===== src/source/microrocPkg.sv =====
`default_nettype none

package microrocPkg;

   //////////////////////////////
   // Sizes and timing
   //////////////////////////////
   localparam int SrBits = 64;              // Bits per serial load
   localparam int WordBits = 16;            // Readout word width
   localparam int PwrSettle = 4;            // Power-on to START_ACQ in Clk cycles
   localparam logic [3:0] TrailerTag = 4'hE; // Upper nibble of the trailer
   localparam int CountBits = 12;           // Event counter in the trailer

   //////////////////////////////
   // ASIC register images
   //////////////////////////////
   // Configuration word, MSB shifted first
   typedef struct packed {
      logic [9:0] dac2Vth;      // Third threshold
      logic [9:0] dac1Vth;      // Second threshold
      logic [9:0] dac0Vth;      // First threshold
      logic [7:0] header;       // Chip ID in the data frames
      logic [1:0] enDout;
      logic [1:0] enTransmitOn;
      logic [13:0] swGain;      // Low/high gain switches
      logic enDac;
      logic enBg;               // Bandgap
      logic enOtaq;
      logic enDiscri0;
      logic enDiscri1;
      logic enDiscri2;
      logic enTrigOut;
      logic scOn;
   } scConfigT;

   // One shift word, seen as config or as read-register mask
   typedef union packed {
      scConfigT scConfig;
      logic [SrBits-1:0] readReg; // One bit per channel
   } srWordU;

   //////////////////////////////
   // Pins and words
   //////////////////////////////
   typedef struct packed {
      logic digital;
      logic analog;
      logic adc;
      logic dac;
   } pwrOnT;

   // Word offered to the FIFO arbiter
   typedef struct packed {
      logic [WordBits-1:0] data;
      logic valid;              // Held until taken
   } fifoWordT;

endpackage

`default_nettype wire


===== src/source/daqControl.sv =====
`timescale 1ns/10ps
`default_nettype none

module daqControl import microrocPkg::*; (
   input  wire             Clk,
   input  wire             arstN,
   input  wire             acqStart,     // One-cycle pulse
   input  wire [15:0]      acqTime,      // START_ACQ length in cycles
   input  wire             endReadout,
   input  wire             trailerTaken,
   output pwrOnT           pwrOn,
   output logic            startAcq,
   output logic            startReadout,
   output fifoWordT        trailerWord,
   output logic            onceEnd
);

   typedef enum logic [2:0] {
      sIdle,
      sSettle,    // Supplies ramping
      sAcquire,   // START_ACQ high
      sReadout,   // Waiting for end of readout
      sTrailer    // Trailer offered to the arbiter
   } daqStateT;

   daqStateT state;
   logic [15:0] downCnt;                   // Shared by settle and acquire
   logic [CountBits-1:0] cycleCnt;         // Completed acquisition cycles
   logic trailerValid;

   assign trailerWord = '{data: {TrailerTag, cycleCnt}, valid: trailerValid};

   //////////////////////////////
   // Acquisition sequencer
   //////////////////////////////
   always_ff @(posedge Clk or negedge arstN) begin
      if (!arstN) begin
         state <= sIdle;
         downCnt <= '0;
         cycleCnt <= '0;
         trailerValid <= 1'b0;
         pwrOn <= '0;
         startAcq <= 1'b0;
         startReadout <= 1'b0;
         onceEnd <= 1'b0;
      end else begin
         startReadout <= 1'b0;               // Pulses by default
         onceEnd <= 1'b0;
         unique case (state)
            sIdle: if (acqStart) begin
               pwrOn <= '1;                   // All four domains together
               downCnt <= 16'(PwrSettle - 1);
               state <= sSettle;
            end
            sSettle: if (downCnt == '0) begin
               startAcq <= 1'b1;
               downCnt <= acqTime - 16'd1;
               state <= sAcquire;
            end else begin
               downCnt <= downCnt - 16'd1;
            end
            sAcquire: if (downCnt == '0) begin
               startAcq <= 1'b0;
               startReadout <= 1'b1;
               state <= sReadout;
            end else begin
               downCnt <= downCnt - 16'd1;
            end
            sReadout: if (endReadout) begin
               cycleCnt <= cycleCnt + 1'b1;   // First cycle reports 1
               trailerValid <= 1'b1;
               state <= sTrailer;
            end
            sTrailer: if (trailerTaken) begin
               trailerValid <= 1'b0;
               onceEnd <= 1'b1;
               pwrOn <= '0;                   // Power pulsing off with the trailer
               state <= sIdle;
            end
            default: state <= sIdle;
         endcase
      end
   end

   // Acquisition only on settled supplies
   acqPowered: assert property (@(posedge Clk) disable iff (!arstN)
      $rose(startAcq) |-> (&pwrOn) && $past(&pwrOn, PwrSettle));

endmodule

`default_nettype wire


===== src/source/fifoArbiter.sv =====
`timescale 1ns/10ps
`default_nettype none

module fifoArbiter import microrocPkg::*; (
   input  wire                   Clk,
   input  wire                   arstN,
   input  wire fifoWordT         rdWord,       // Priority source
   input  wire fifoWordT         trailerWord,
   input  wire                   fifoFull,
   output logic                  rdTaken,
   output logic                  trailerTaken,
   output logic [WordBits-1:0]   fifoData,
   output logic                  fifoWrEn
);

   // Readout first, trailer only on a free slot
   assign rdTaken = !fifoFull && rdWord.valid;
   assign trailerTaken = !fifoFull && !rdWord.valid && trailerWord.valid;

   always_ff @(posedge Clk or negedge arstN) begin
      if (!arstN)
         fifoWrEn <= 1'b0;
      else
         fifoWrEn <= rdTaken || trailerTaken; // Write one cycle after grant
   end

   always_ff @(posedge Clk) begin
      if (rdTaken)
         fifoData <= rdWord.data;
      else if (trailerTaken)
         fifoData <= trailerWord.data;
   end

   // One grant per cycle across both sources
   singleGrant: assert property (@(posedge Clk) disable iff (!arstN)
      !(rdTaken && trailerTaken));

endmodule

`default_nettype wire


===== src/source/holdGen.sv =====
`timescale 1ns/10ps
`default_nettype none

module holdGen (
   input  wire          Clk,
   input  wire          arstN,
   input  wire          trigIn,
   input  wire          holdEn,
   input  wire [7:0]    holdDelay,  // Edge to HOLD minus one
   input  wire [15:0]   holdTime,   // HOLD width
   output logic         hold
);

   typedef enum logic [1:0] {
      hIdle,
      hDelay,   // Pending
      hHigh
   } holdStateT;

   holdStateT state;
   logic [15:0] cnt;
   logic trigDly;
   logic trigEdge;

   assign trigEdge = trigIn && !trigDly && holdEn;

   //////////////////////////////
   // Delay then width
   //////////////////////////////
   always_ff @(posedge Clk or negedge arstN) begin
      if (!arstN) begin
         state <= hIdle;
         cnt <= '0;
         trigDly <= 1'b0;
         hold <= 1'b0;
      end else begin
         trigDly <= trigIn;
         unique case (state)
            hIdle: if (trigEdge) begin
               cnt <= {8'd0, holdDelay};
               state <= hDelay;
            end
            hDelay: if (cnt == '0) begin
               hold <= 1'b1;
               cnt <= holdTime - 16'd1;
               state <= hHigh;
            end else begin
               cnt <= cnt - 16'd1;
            end
            hHigh: if (cnt == '0) begin
               hold <= 1'b0;                  // Retriggers ignored until here
               state <= hIdle;
            end else begin
               cnt <= cnt - 16'd1;
            end
            default: state <= hIdle;
         endcase
      end
   end

endmodule

`default_nettype wire


===== src/source/microrocTop.sv =====
`timescale 1ns/10ps
`default_nettype none

module microrocTop import microrocPkg::*; (
   input  wire                   Clk,
   input  wire                   arstN,
   // Host side
   input  wire                   scOrRead,
   input  wire                   startLoad,
   input  wire scConfigT         scConfig,
   input  wire [SrBits-1:0]      readReg,
   input  wire                   acqStart,
   input  wire [15:0]            acqTime,
   input  wire [15:0]            holdTime,
   input  wire [7:0]             holdDelay,
   input  wire                   holdEn,
   input  wire                   trigIn,
   input  wire                   fifoFull,
   output logic                  configDone,
   output logic                  onceEnd,
   output logic                  overflow,
   // FIFO side
   output logic [WordBits-1:0]   fifoData,
   output logic                  fifoWrEn,
   // ASIC pins
   output logic                  select,
   output logic                  srRstB,
   output logic                  srCk,
   output logic                  srIn,
   output pwrOnT                 pwrOn,
   output logic                  startAcq,
   output logic                  startReadout,
   output logic                  hold,
   input  wire                   endReadout,
   input  wire                   doutB,
   input  wire                   transmitOnB
);

   fifoWordT rdWord;       // RAM readout to arbiter
   fifoWordT trailerWord;  // End of cycle to arbiter
   logic rdTaken;
   logic trailerTaken;

   //////////////////////////////
   // Blocks
   //////////////////////////////
   slowControl slowControl_inst (
      .Clk(Clk), .arstN(arstN),
      .startLoad(startLoad), .scOrRead(scOrRead),
      .scConfig(scConfig), .readReg(readReg),
      .select(select), .srRstB(srRstB), .srCk(srCk), .srIn(srIn),
      .configDone(configDone)
   );

   daqControl daqControl_inst (
      .Clk(Clk), .arstN(arstN),
      .acqStart(acqStart), .acqTime(acqTime),
      .endReadout(endReadout), .trailerTaken(trailerTaken),
      .pwrOn(pwrOn), .startAcq(startAcq), .startReadout(startReadout),
      .trailerWord(trailerWord), .onceEnd(onceEnd)
   );

   ramReadout ramReadout_inst (
      .Clk(Clk), .arstN(arstN),
      .doutB(doutB), .transmitOnB(transmitOnB),
      .rdTaken(rdTaken), .rdWord(rdWord), .overflow(overflow)
   );

   fifoArbiter fifoArbiter_inst (
      .Clk(Clk), .arstN(arstN),
      .rdWord(rdWord), .trailerWord(trailerWord), .fifoFull(fifoFull),
      .rdTaken(rdTaken), .trailerTaken(trailerTaken),
      .fifoData(fifoData), .fifoWrEn(fifoWrEn)
   );

   holdGen holdGen_inst (
      .Clk(Clk), .arstN(arstN),
      .trigIn(trigIn), .holdEn(holdEn),
      .holdDelay(holdDelay), .holdTime(holdTime),
      .hold(hold)
   );

endmodule

`default_nettype wire


===== src/source/ramReadout.sv =====
`timescale 1ns/10ps
`default_nettype none

module ramReadout import microrocPkg::*; (
   input  wire         Clk,
   input  wire         arstN,
   input  wire         doutB,        // Serial data, active low
   input  wire         transmitOnB,  // Frame enable, active low
   input  wire         rdTaken,
   output fifoWordT    rdWord,
   output logic        overflow      // Sticky
);

   logic [WordBits-1:0] shiftReg;
   logic [WordBits-1:0] nextWord;
   logic [WordBits-1:0] bufData;
   logic [$clog2(WordBits)-1:0] bitCnt;
   logic bufValid;
   logic wordDone;
   logic bufLoad;

   assign nextWord = {shiftReg[WordBits-2:0], ~doutB}; // MSB arrives first
   assign wordDone = !transmitOnB && (bitCnt == '1);   // Sixteenth bit now
   assign bufLoad = wordDone && (!bufValid || rdTaken);
   assign rdWord = '{data: bufData, valid: bufValid};

   //////////////////////////////
   // Bit count and buffer state
   //////////////////////////////
   always_ff @(posedge Clk or negedge arstN) begin
      if (!arstN) begin
         bitCnt <= '0;
         bufValid <= 1'b0;
         overflow <= 1'b0;
      end else begin
         if (transmitOnB)
            bitCnt <= '0;                    // Realign on every frame
         else
            bitCnt <= bitCnt + 1'b1;
         if (bufLoad)
            bufValid <= 1'b1;
         else if (rdTaken)
            bufValid <= 1'b0;
         if (wordDone && !bufLoad)
            overflow <= 1'b1;                // New word dropped
      end
   end

   always_ff @(posedge Clk) begin
      if (!transmitOnB)
         shiftReg <= nextWord;
      if (bufLoad)
         bufData <= nextWord;
   end

   // ASIC cannot wait, the arbiter must keep up
   noOverrun: assert property (@(posedge Clk) disable iff (!arstN)
      wordDone |-> !bufValid || rdTaken);

endmodule

`default_nettype wire


===== src/source/slowControl.sv =====
`timescale 1ns/10ps
`default_nettype none

module slowControl import microrocPkg::*; (
   input  wire                Clk,
   input  wire                arstN,
   input  wire                startLoad,  // One-cycle pulse
   input  wire                scOrRead,   // 1 selects read register
   input  wire scConfigT      scConfig,
   input  wire [SrBits-1:0]   readReg,
   output logic               select,
   output logic               srRstB,
   output logic               srCk,
   output logic               srIn,
   output logic               configDone
);

   srWordU srWord;                         // Shift register, MSB goes out first
   logic [$clog2(SrBits+1)-1:0] bitCnt;    // Bits already clocked out
   logic busy;

   assign srRstB = arstN;                  // ASIC register follows FPGA reset
   assign srIn = busy & srWord.readReg[SrBits-1];

   //////////////////////////////
   // Bit-period sequencer
   //////////////////////////////
   always_ff @(posedge Clk or negedge arstN) begin
      if (!arstN) begin
         busy <= 1'b0;
         select <= 1'b0;
         srCk <= 1'b0;
         bitCnt <= '0;
         configDone <= 1'b0;
      end else begin
         configDone <= 1'b0;
         if (!busy) begin
            if (startLoad) begin
               busy <= 1'b1;
               select <= scOrRead;            // Register choice for the ASIC
               srCk <= 1'b0;
               bitCnt <= '0;
            end
         end else if (bitCnt == SrBits) begin
            busy <= 1'b0;                    // One spare cycle after last fall
            configDone <= 1'b1;
         end else if (!srCk) begin
            srCk <= 1'b1;                    // Data settled, ASIC samples now
         end else begin
            srCk <= 1'b0;
            bitCnt <= bitCnt + 1'b1;
         end
      end
   end

   // Shift word, written through either view of the union
   always_ff @(posedge Clk) begin
      if (!busy && startLoad) begin
         if (scOrRead)
            srWord.readReg <= readReg;
         else
            srWord.scConfig <= scConfig;
      end else if (busy && srCk) begin
         srWord.readReg <= {srWord.readReg[SrBits-2:0], 1'b0}; // Next bit on falling srCk
      end
   end

   // No stray clock edges into the ASIC between loads
   idleClockLow: assert property (@(posedge Clk) disable iff (!arstN)
      !busy |-> !srCk);

endmodule

`default_nettype wire


===== config.mk =====
export PLATFORM = sky130hd
export DESIGN_NAME = microrocTop
export DESIGN_NICKNAME = d
export VERILOG_FILES = /design/src/source/microrocPkg.sv /design/src/source/daqControl.sv /design/src/source/fifoArbiter.sv /design/src/source/holdGen.sv /design/src/source/microrocTop.sv /design/src/source/ramReadout.sv /design/src/source/slowControl.sv
export SDC_FILE = /design/constraint.sdc
export NUM_CORES = 1
export LEC_CHECK = 0
export ABC_CLOCK_PERIOD_IN_PS = 2800
export BUFFER_PORTS_ARGS = -buffer_cell sky130_fd_sc_hd__buf_2
export CORE_ASPECT_RATIO = 0.6
export CORE_MARGIN = 2
export CORE_UTILIZATION = 39
export CTS_CLUSTER_DIAMETER = 50
export DETAILED_ROUTE_END_ITERATION = 8
export RECOVER_POWER = 50
export SLEW_MARGIN = 5
export SYNTH_ARGS = -nofsm -noshare
export SYNTH_HDL_FRONTEND = slang
export SYNTH_SLANG_ARGS = --single-unit
export TNS_END_PERCENT = 5

===== constraint.sdc =====
create_clock -name Clk -period 2.8 [get_ports Clk]
set_clock_uncertainty 0.1 [all_clocks]
set_input_delay 0.42 -clock Clk [delete_from_list [all_inputs] [get_ports Clk]]
set_output_delay 0.42 -clock Clk [all_outputs]
set_load 0.005 [all_outputs]

## Yosys cells after proc, flatten, opt, wreduce, memory -nomap -nowiden

Index checks and enable logic that the tools add are counted.

| operators by class | value |
|---|---|
| add/subtract/negate cells | 7 |
| equal/unequal tests | 20 |
| mux-type cells | 55 |
| bitwise operators | 3 |
| reductions and logical operators | 44 |

Operators with widths:

| cell | number |
|---|---|
| $mux 64 | 3 |
| $mux 16 | 8 |
| $pmux 16 s3 | 2 |
| $sub 16x1->16 const B | 4 |
| $logic_not 16->1 | 2 |
| $mux 7 | 4 |
| $reduce_and 3->1 | 8 |
| $mux 1 | 21 |
| $reduce_bool 2->1 | 8 |
| $mux 3 | 5 |
| $pmux 3 s5 | 1 |
| $ne 2x1->1 const B | 7 |
| $add 12x1->12 const B | 1 |
| $mux 4 | 3 |
| $logic_and 1x1->1 | 10 |
| $ne 2x2->1 const B | 5 |
| $pmux 4 s2 | 1 |
| $add 7x1->7 const B | 1 |
| $eq 7x7->1 const B | 1 |
| $eq 3x2->1 const B | 2 |
| $logic_not 1->1 | 6 |
| $mux 2 | 3 |
| $pmux 1 s2 | 3 |
| $pmux 2 s3 | 1 |
| other kinds (14) | 19 |

| storage, ports and cells | value |
|---|---|
| register bits | 188 |
| input bits | 179 |
| output and inout bits | 31 |
| logic and storage cells | 157 |

## Depth between registers and ports, before layout

Gate-level depths: netlist (run 1).

| depth | value |
|---|---|
| depth after elaboration | 6 |
| depth in mapped cells | 10 |
| depth with buffers taken out | 8 |

## Cells and area by module

A second synthesis (run 1) with hierarchy kept.

| unflattened totals | value |
|---|---|
| cells, all modules | 895 |
| area, all modules | 9775.6 um^2 |

Modules (own cells, without submodules):

| module | times used | cells each | area an instance (um^2) |
|---|---|---|---|
| slowControl | 1 | 337 | 3789.9 |
| daqControl | 1 | 266 | 2313.5 |
| holdGen | 1 | 198 | 1697.9 |
| ramReadout | 1 | 54 | 1198.6 |
| fifoArbiter | 1 | 40 | 775.7 |

## Worst setup path before layout (run 1)

No wires, ideal clock.

| timing path | value |
|---|---|
| path type | register to register |
| from | reg slowControl_inst.busy |
| to | reg slowControl_inst.srWord[0] in the netlist's numbering, enable pin |
| setup time | 0.688 ns |
| arrival | 2.274 ns |
| required time | 2.012 ns |
| slack | -0.262 ns |
| stages on the path, launching flop included | 6 |
| period minus slack after synthesis | 3.062 ns |
| cells stage by stage | dfrtp_1 -> clkbuf_1 -> nand2b_1 -> buf_2 -> buf_1 -> nand2_1 |

| on the way | value |
|---|---|
| cells in the longest elaborated chain, start to end | 3 |
| elaborated cells on any way between the ends | 4 |

RTL lines:

| what | line | source |
|---|---|---|
| start, declared | slowControl.sv:20 | `logic busy;` |
| start signal, assigned | slowControl.sv:30 | `busy <= 1'b0;` |
| start signal, assigned | slowControl.sv:39 | `busy <= 1'b1;` |
| start signal, assigned | slowControl.sv:45 | `busy <= 1'b0;` |
| $logic_not 1->1 | -- |  |
| $logic_and 1x1->1 | slowControl.sv:58 | `if (!busy && startLoad) begin` |
| $reduce_bool 2->1 (no line) (*) | -- |  |
| end, declared | slowControl.sv:18 | `srWordU srWord;` |

Mark *: on every way between the ends. The rest lies on a longest branch, timed or not.
A chain may end at the register's enable or synchronous reset.

## Worst setup path after layout (run 1)

| timing path | value |
|---|---|
| from | reg daqControl_inst.downCnt[0] |
| to | reg daqControl_inst.downCnt[2] |

| on the way | value |
|---|---|
| cells in the longest elaborated chain, start to end | 3 |
| elaborated cells on any way between the ends | 7 |

RTL lines:

| what | line | source |
|---|---|---|
| start, declared | daqControl.sv:27 | `logic [15:0] downCnt;` |
| start signal, assigned | daqControl.sv:52 | `downCnt <= 16'(PwrSettle - 1);` |
| start signal, assigned | daqControl.sv:57 | `downCnt <= acqTime - 16'd1;` |
| start signal, assigned | daqControl.sv:60 | `downCnt <= downCnt - 16'd1;` |
| $sub 16x1->16 or $logic_not 16->1 (tied branches) | -- |  |
| $mux 16, or another cell as far along | daqControl.sv:62 | `sAcquire: if (downCnt == '0) begin` |
| $pmux 16 s3 or $reduce_and 3->1 (tied branches) | -- |  |

Several ways; a longest one is shown, not always the timed one. The select of a mux whose other input is x is not followed.

==> qor.yml, run 1 <==
finalPower_mw: 10.2
cp.arrival_ns: 2.80
fin_tns_setup_ns: 0
min_period_ns: 2.58
synth_top_flop_cell: "edfxtp_1"
num_vias: 7246
first_pass_iters: 5
clock_path_buffers: 2
tightest_slew_ns: 1.74
clock-sinks: 185
max_freq_mhz: 387
critical-path-top-delay-family: "simple AND/OR/NAND/NOR gates"
post-place-ws_ns: 0.119
routed_wl_um: 22700
synth_cell_types: 62
drc: 0
synth-warning-count: 0
setup_viol: 0
netlist_area_um2: 9430
critPathCaptureType: "flop"
antenna_cells: 0
crit_slowest_cell: "nor3b_1"
fin_area_um2: 11400
holdWs_ns: 0.151
grt_pass1_wl_um: 36100
drive_above_1_share_pct: 24.3
syn_to_final_growth_pct: 21.3
cp_max_fo: 7
dp_hpwl_um: 16400
die_w_um: 205
io_buffers: 209
synth_top_cell_area_share_pct: 35.4
rsz0062_at_grt: "false"
dieHeight_um: 124
cpPeakStageDelay_ns: 0.48
peakVddDrop_v: 0.000436
grt_max_degree: 128
cp.required_ns: 3.02
power_density_nw_per_um2: 893
clk_pin_slew_worst_paths_ns: 0.08
htree_levels: 4
place_congestion: 0.882
io_pins: 210
avgSynthCellArea_um2: 10.7
ys_top_cells_by_area: "edfxtp_1 (35%), dfrtp_1 (20%), mux2i_1 (7.0%)"
post_cts_buffers: 0
status: "finished, violations left"
post-route-period-util_pct: 92.3
vias_per_cell: 5.10
p_leak_nw: 4.94
synth_edf_count: 111
hold_viol_final: 0
yosys.area.top_type: "edfxtp_1"
synth.ff_latch_count: 185
rows: 44
synth_nets: 1069
track_usage_pct: 18.3
dpl-instance-area_um2: 10900
die-area_um2: 25500
antenna_left: 0
critPathKind: "reg -> reg"
cpMostUsedCell: "nor3b_1"
crit_chain: "inv_1, ha_1, nor3b_1, nand4_1, buf_4, a21boi_2, or2_1, nor3b_1, a221o_1"
netlist_instances: 878
core_area_um2: 23900
nets: 1276
maxCapViolCount: 2
hold_path_class: "in -> reg"
worst_slack_ns: 0.216
worstSetupStartpointType: "flop"
async_reset_ff_share_pct: 40.0
synth_common_cells: "nand2_1 (113), o21ai_0 (113), edfxtp_1 (111), dfrtp_1 (74), mux2i_1 (66)"
grt-ovfl-total: 0
cts_root_buf: "clkbuf_16"
drt_iter0_markers: 529
wl_per_cell_um: 16.0
seq_area_frac_synth_pct: 55.0
utilization_pct: 47.8
maxSlewViolCount: 140
dp_cells: 1386
insertion_delay_ns: 0.43
max-slew-margin-rel_pct: -16.2
critPathBufInv: 2
grt_pass1_vias: 6650
cts_tree: "yes"
violations: "max-capacitance violations, max-slew violations"
numCtsBuffers: 17
stdcell_count: 1420
start_util_pct: 39.4
antenna_found_initial: 0
[worst paths after layout]
| check | from | to | slack [ns] | depth (start not counted) |
|---|---|---|---|---|
| max in group asynchronous | arstN | daqControl_inst.downCnt[14] | 0.51 | 3 |
| setup / recovery | daqControl_inst.downCnt[0] | daqControl_inst.downCnt[2] | 0.22 | 9 |
| hold reg to reg | ramReadout_inst.shiftReg[14] | ramReadout_inst.bufData[15] | 0.33 | 0 |
| setup reg to reg | daqControl_inst.downCnt[0] | daqControl_inst.downCnt[2] | 0.22 | 9 |
| min in group asynchronous | arstN | holdGen_inst.cnt[0] | 1.01 | 3 |
| hold / removal | doutB | ramReadout_inst.shiftReg[0] | 0.15 | 2 |
[state kept, by name (all words and copies together) (netlist names), 4 cells and up]
name	flops
slowControl_inst.srWord	64
daqControl_inst.downCnt	16
fifoArbiter_inst.fifoData	16
holdGen_inst.cnt	16
ramReadout_inst.bufData	16
ramReadout_inst.shiftReg	15
daqControl_inst.cycleCnt	12
slowControl_inst.bitCnt	7
ramReadout_inst.bitCnt	4
[placed cells by master (no fill, tap or decap), types with 12 or more instances in the layout]
| cell type | count |
|---|---|
| buf_2 | 194 |
| o21ai_0 | 113 |
| nand2_1 | 112 |
| edfxtp_1 | 111 |
| dfrtp_1 | 74 |
| mux2i_1 | 66 |
| nor2_1 | 64 |
| nor3_1 | 33 |
| xnor2_1 | 32 |
| inv_1 | 19 |
| clkbuf_1 | 18 |
| a21oi_1 | 17 |
| clkbuf_16 | 17 |
| buf_4 | 16 |
| xor2_1 | 15 |
| nand3_1 | 14 |
| mux2_2 | 13 |
| ha_1 | 12 |
[cell families (layout without fill, tap and decap cells)]
logic type | after synthesis | after routing | synth area share (%)
AND/OR/NAND/NOR | 299 | 299 | 15.4
AO/OA/AOI/OAI | 193 | 193 | 12.2
flip-flops | 185 | 185 | 55.0
multiplexers | 79 | 79 | 8.56
buffers and inverters | 63 | 283 | 2.93
XOR/XNOR | 47 | 47 | 4.37
adder cells (fa/ha/maj) | 12 | 12 | 1.59
[report_power, final]
group | switching (mW) | internal (mW)
sequential | 0.479 | 4.04
combinational | 2.02 | 1.26
clock | 1.14 | 1.27
total | 3.64 | 6.57
[layout make-up]
cell class	count	area (um2)
Clock buffer	18	429
Clock inverter	14	150
Fill cell	2229	12500
Inverter	19	71.3
Multi-Input combinational cell	630	3980
Sequential cell	185	5180
Tap cell	322	403
Timing Repair Buffer	232	1220
[layer usage]
metal | routed length, um | share of wire, % | GRT usage, % | up-vias
li1 | - | - | - | 3634
met1 | 12100 | 53 | 29.9 | 3382
met2 | 8790 | 39 | 23.2 | 215
met3 | 1610 | 7.1 | 5.00 | 15
met4 | 203 | 0.89 | 3.84 | 0
met5 | 0 | 0 | 0 | -
[what timing repair did]
| item | 4_1_cts | 5_1_grt |
|---|---|---|
| hold buffers | 2 | 0 |
| resized for setup | 0 | 1 |
| setup endpoints to repair | 0 | 8 |
| endpoints found under the hold margin | 75 | 0 |
(Power assumes the default switching activity.)
==> run 2: changes to the inputs <==
==> constraint.sdc (replaced) <==
create_clock -name Clk -period 2.8 [get_ports Clk]
set_clock_uncertainty 0.1 [all_clocks]
set_input_delay 0.56 -clock Clk [delete_from_list [all_inputs] [get_ports Clk]]
set_output_delay 0.56 -clock Clk [all_outputs]
set_load 0.005 [all_outputs]
==> qor.yml, run 2 (synthesis results as in run 1) <==
setup_viol: 0
insertion_delay_ns: 0.44
r2r-start: "daqControl_inst.downCnt[0]"
maxSlewViolCount: 94
fin_tns_setup_ns: 0
final_cell_mix: "buf_2 (205), o21ai_0 (113), nand2_1 (112)"
antenna_found_initial: 0
die-area_um2: 25500
grtUsageMet2_pct: 23.5
nets: 1279
drc: 0
dpl-instance-area_um2: 10900
hold_path_class: "in -> reg"
min_from: "trigIn"
grtUsageMet3_pct: 4.37
htree_levels: 4
io_pins: 210
stdcell_count: 1423
p_leak_nw: 5.02
syn_to_final_growth_pct: 22.3
start_util_pct: 39.4
cp_max_fo: 7
dieHeight_um: 124
rows: 44
max_freq_mhz: 394
tightest_slew_ns: 1.57
cts_tree: "yes"
vias_per_cell: 5.22
cp.required_ns: 3.03
utilization_pct: 48.1
critPathKind: "reg -> reg"
largest_reg_flops: 64
io_buffers: 209
max-slew-margin-rel_pct: -4.85
peakVddDrop_v: 0.000574
violations: "max-capacitance violations, max-slew violations"
first_pass_iters: 5
worstSetupStartpointType: "flop"
worst_slack_ns: 0.261
grt_pass1_wl_um: 36800
clock_path_buffers: 2
finalPower_mw: 10.6
dp_hpwl_um: 16600
critPathCaptureType: "flop"
cp-startpoint: "daqControl_inst.downCnt[0]"
drive_above_1_share_pct: 25.3
status: "finished, violations left"
routed_wl_um: 23100
top_register: "slowControl_inst.srWord"
core_area_um2: 23900
layout_commonest_cell: "buf_2"
maxCapViolCount: 2
die_w_um: 205
post-place-ws_ns: 0.193
antenna_cells: 0
fin_area_um2: 11500
grt_max_degree: 129
grt-ovfl-total: 0
num_vias: 7429
grt_pass1_vias: 6733
wl_per_cell_um: 16.2
hold_viol_final: 0
busiest_layer: "met1"
rsz0062_at_grt: "false"
grt_use_met1_pct: 30.5
power_density_nw_per_um2: 917
cts_root_buf: "clkbuf_16"
drt_iter0_markers: 478
dp_cells: 1390
clock-sinks: 185
track_usage_pct: 18.6
cp.arrival_ns: 2.76
clk_pin_slew_worst_paths_ns: 0.07
antenna_left: 0
min_period_ns: 2.54
holdWs_ns: 0.150
place_congestion: 0.892
post-route-period-util_pct: 90.7
numCtsBuffers: 17
==> run 2: cell count changes in the layout (fill, tap and decap cells not counted), sizes merged <==
cell / previous run / this run
buf: 212 / 225
clkinv: 1 / 3
bufinv: 1 / 5
clkbuf: 36 / 29
dlygate4sd3: 2 / 1
clkinvlp: 3 / 1
inv: 28 / 22
==> run 2: path summary, 6_finish.rpt <==
path / to / depth (start not counted) / slack, ns
setup / recovery: daqControl_inst.downCnt[2] / 9 / 0.26
hold / removal: holdGen_inst.trigDly / 1 / 0.15
setup reg to reg: daqControl_inst.downCnt[2] / 9 / 0.26
hold reg to reg: ramReadout_inst.bufData[15] / 0 / 0.32
max in group asynchronous: ramReadout_inst.bufValid / 3 / 0.48
min in group asynchronous: holdGen_inst.cnt[0] / 2 / 0.42
==> run 2: cell type report <==
cell class / count / area [um2]
clock buffers: 20 / 437
clock inverters: 12 / 215
fillers: 2234 / 12400
inverters: 19 / 71.3
multi-input cells: 630 / 3980
flip-flops and latches: 185 / 5180
well taps: 322 / 403
repair buffers: 235 / 1240
==> run 2: repair_timing <==
| item | in CTS | in global routing |
|---|---|---|
| endpoints found under the setup margin | 0 | 4 |
| endpoints found under the hold margin | 13 | 0 |
| hold buffers | 1 | 0 |
| buffers inserted | 0 | 0 |
| gates resized for setup | 0 | 1 |
==> run 2: layer usage <==
metal  share of wire [%]  routed length (um)
met1                  53               12200
met2                  39                8880
met3                 7.0                1620
met4                 1.5                 350
met5                   0                   0
==> run 2: critical path: stages (launching register included) <==
cell	delay, ns
dfrtp_1	0.39
inv_1	0.12
ha_1	0.20
nor3b_1	0.46
nand4_1	0.18
buf_4	0.20
a21boi_2	0.13
or2_1	0.28
nor3b_1	0.10
a221o_1	0.26
==> run 2: power breakdown <==
part           switching, mW  internal, mW  total [mW]
combinational           2.07          1.28        3.35
clock                   1.08          1.61        2.68
sequential             0.490          4.05        4.54
==> run 3: changes to the inputs <==
--- a/config.mk
+++ b/config.mk
@@ -12,6 +12,7 @@
 export CORE_UTILIZATION = 39
 export CTS_CLUSTER_DIAMETER = 50
 export DETAILED_ROUTE_END_ITERATION = 8
+export PLACE_DENSITY = 0.65
 export RECOVER_POWER = 50
 export SLEW_MARGIN = 5
 export SYNTH_ARGS = -nofsm -noshare
==> qor.yml, run 3 (synthesis results as in run 1) <==
tightest_slew_ns: 2.05
cts_root_buf: "clkbuf_16"
place_congestion: 0.884
post-route-period-util_pct: 90.7
num_vias: 7255
drive_above_1_share_pct: 24.2
die-area_um2: 25500
max_freq_mhz: 394
layout_commonest_cell: "buf_2"
switching_power_mw: 3.62
crit_slowest_cell: "o21ai_1"
first_pass_iters: 5
syn_to_final_growth_pct: 20.8
fin_tns_setup_ns: 0
io_buffers: 209
min_from: "trigIn"
critPathKind: "reg -> reg"
wl_per_cell_um: 15.8
antenna_found_initial: 1
antenna_left: 0
top_register: "slowControl_inst.srWord"
seq_power_share_pct: 44.6
power_density_nw_per_um2: 889
nets: 1275
setup_viol: 0
ctsHoldBuffers: 0
maxSlewViolCount: 36
p_leak_nw: 4.91
cp.arrival_ns: 2.76
drc: 0
min_period_ns: 2.54
power_frac_clock_pct: 22.4
rows: 44
post_cts_buffers: 0
drt_iter0_markers: 487
htree_levels: 4
max-slew-margin-rel_pct: -36.6
cts_tree: "yes"
worstSetupStartpointType: "flop"
cp.required_ns: 3.02
core_area_um2: 23900
clk_pin_slew_worst_paths_ns: 0.07
io_pins: 210
clock-sinks: 185
hold_path_class: "in -> reg"
combPwrFrac_pct: 33.0
grt_max_degree: 65
switching_share_pct: 35.8
peakVddDrop_v: 0.000424
hold_depth: 1
vias_per_cell: 5.11
r2r-start: "daqControl_inst.downCnt[0]"
track_usage_pct: 17.7
grt_pass1_wl_um: 35300
grt_pass1_vias: 6621
internal_power_mw: 6.50
antenna_cells: 0
grt-ovfl-total: 0
status: "finished, violations left"
start_util_pct: 39.4
dieHeight_um: 124
rsz0062_at_grt: "false"
finalPower_mw: 10.1
crit_chain: "inv_1, ha_1, nor3b_1, buf_4, nand2_1, nor3_2, o21ai_1, o21ai_0, a221o_1"
maxCapViolCount: 1
largest_reg_flops: 64
numCtsBuffers: 17
hold_viol_final: 0
rr_worst_depth: 9
final_cell_mix: "buf_2 (194), o21ai_0 (113), nand2_1 (112)"
clock_path_buffers: 2
dp_hpwl_um: 16400
cp_max_fo: 9
violations: "max-capacitance violations, max-slew violations"
insertion_delay_ns: 0.43
critPathCaptureType: "flop"
routed_wl_um: 22400
die_w_um: 205
cp-startpoint: "daqControl_inst.downCnt[0]"
cpPeakStageDelay_ns: 0.51
## run 3: changes by cell type in the layout (fill, tap and decap cells not counted), sizes merged, moves of 3 or more
cell	change
inv	-3
clkbuf	+12
clkinv	+4
clkinvlp	+4
bufinv	-5
buf	-15
## run 3: final timing paths
path	to	slack, ns
setup / recovery	daqControl_inst.downCnt[4]	0.26
hold reg to reg	ramReadout_inst.bufData[15]	0.33
hold / removal	holdGen_inst.trigDly	0.16
setup reg to reg	daqControl_inst.downCnt[4]	0.26
min in group asynchronous	holdGen_inst.cnt[5]	0.34
max in group asynchronous	slowControl_inst.bitCnt[3]	0.65
## run 3: cell type report
cell class | count | area (um2)
clock buffers | 20 | 457
clock inverters | 12 | 98.8
fillers | 2259 | 12600
inverters | 19 | 71.3
multi-input cells | 630 | 3980
flip-flops and latches | 185 | 5180
well taps | 322 | 403
repair buffers | 231 | 1190
## run 3: worst max-delay path: cells and delay by family, from the launching register on
| kind | cells | cell delay (ns) |
|---|---|---|
| buffers and inverters | 2 | 0.25 |
| adders and majority gates | 1 | 0.24 |
| and+or+nand+nor | 3 | 0.43 |
| DFF | 1 | 0.39 |
| AOI/OAI and AO/OA | 3 | 1.03 |
## run 3: per-layer routing
| metal | up-vias | GRT usage, % | wire length [um] | part of all wire [%] |
|---|---|---|---|---|
| met3 | 14 | 4.37 | 1720 | 7.7 |
| li1 | 3623 | - | - | - |
| met4 | 2 | 3.67 | 163 | 0.73 |
| met1 | 3362 | 28.6 | 11700 | 52 |
| met2 | 254 | 23.2 | 8840 | 39 |
| met5 | - | 0 | 13 | 0.058 |
## run 3: repair_timing
item                                    CTS  global route
endpoints found under the setup margin    0             3
gates resized for setup                   0             1
endpoints found under the hold margin     0             0
## run 3: power by group through the flow
| stage | sequential (mW) | combinational [mW] | clock [mW] |
|---|---|---|---|
| detailed placement | 4.55 | 3.33 | 0 |
| CTS | 4.51 | 3.34 | 2.32 |
| global route | 4.61 | 3.80 | 2.46 |
| floorplan | 4.42 | 2.34 | 0 |
| global placement | 4.53 | 3.26 | 0 |
| finish | 4.51 | 3.34 | 2.26 |
## run 3: through the flow
step	instances	instance area [um2]	setup slack (ns)	utilization, %	hold slack, ns
final	1419	11400	0.261	47.5	0.159
after global routing	1419	11400	0.0714	47.5	0.138
after CTS	1419	11400	0.253	47.8	0.0859
after detailed placement	1387	10900	0.283	45.4	0.324
after global placement	1387	10900	0.412	45.4	0.307
after floorplan	878	9430	0.352	-	0.164
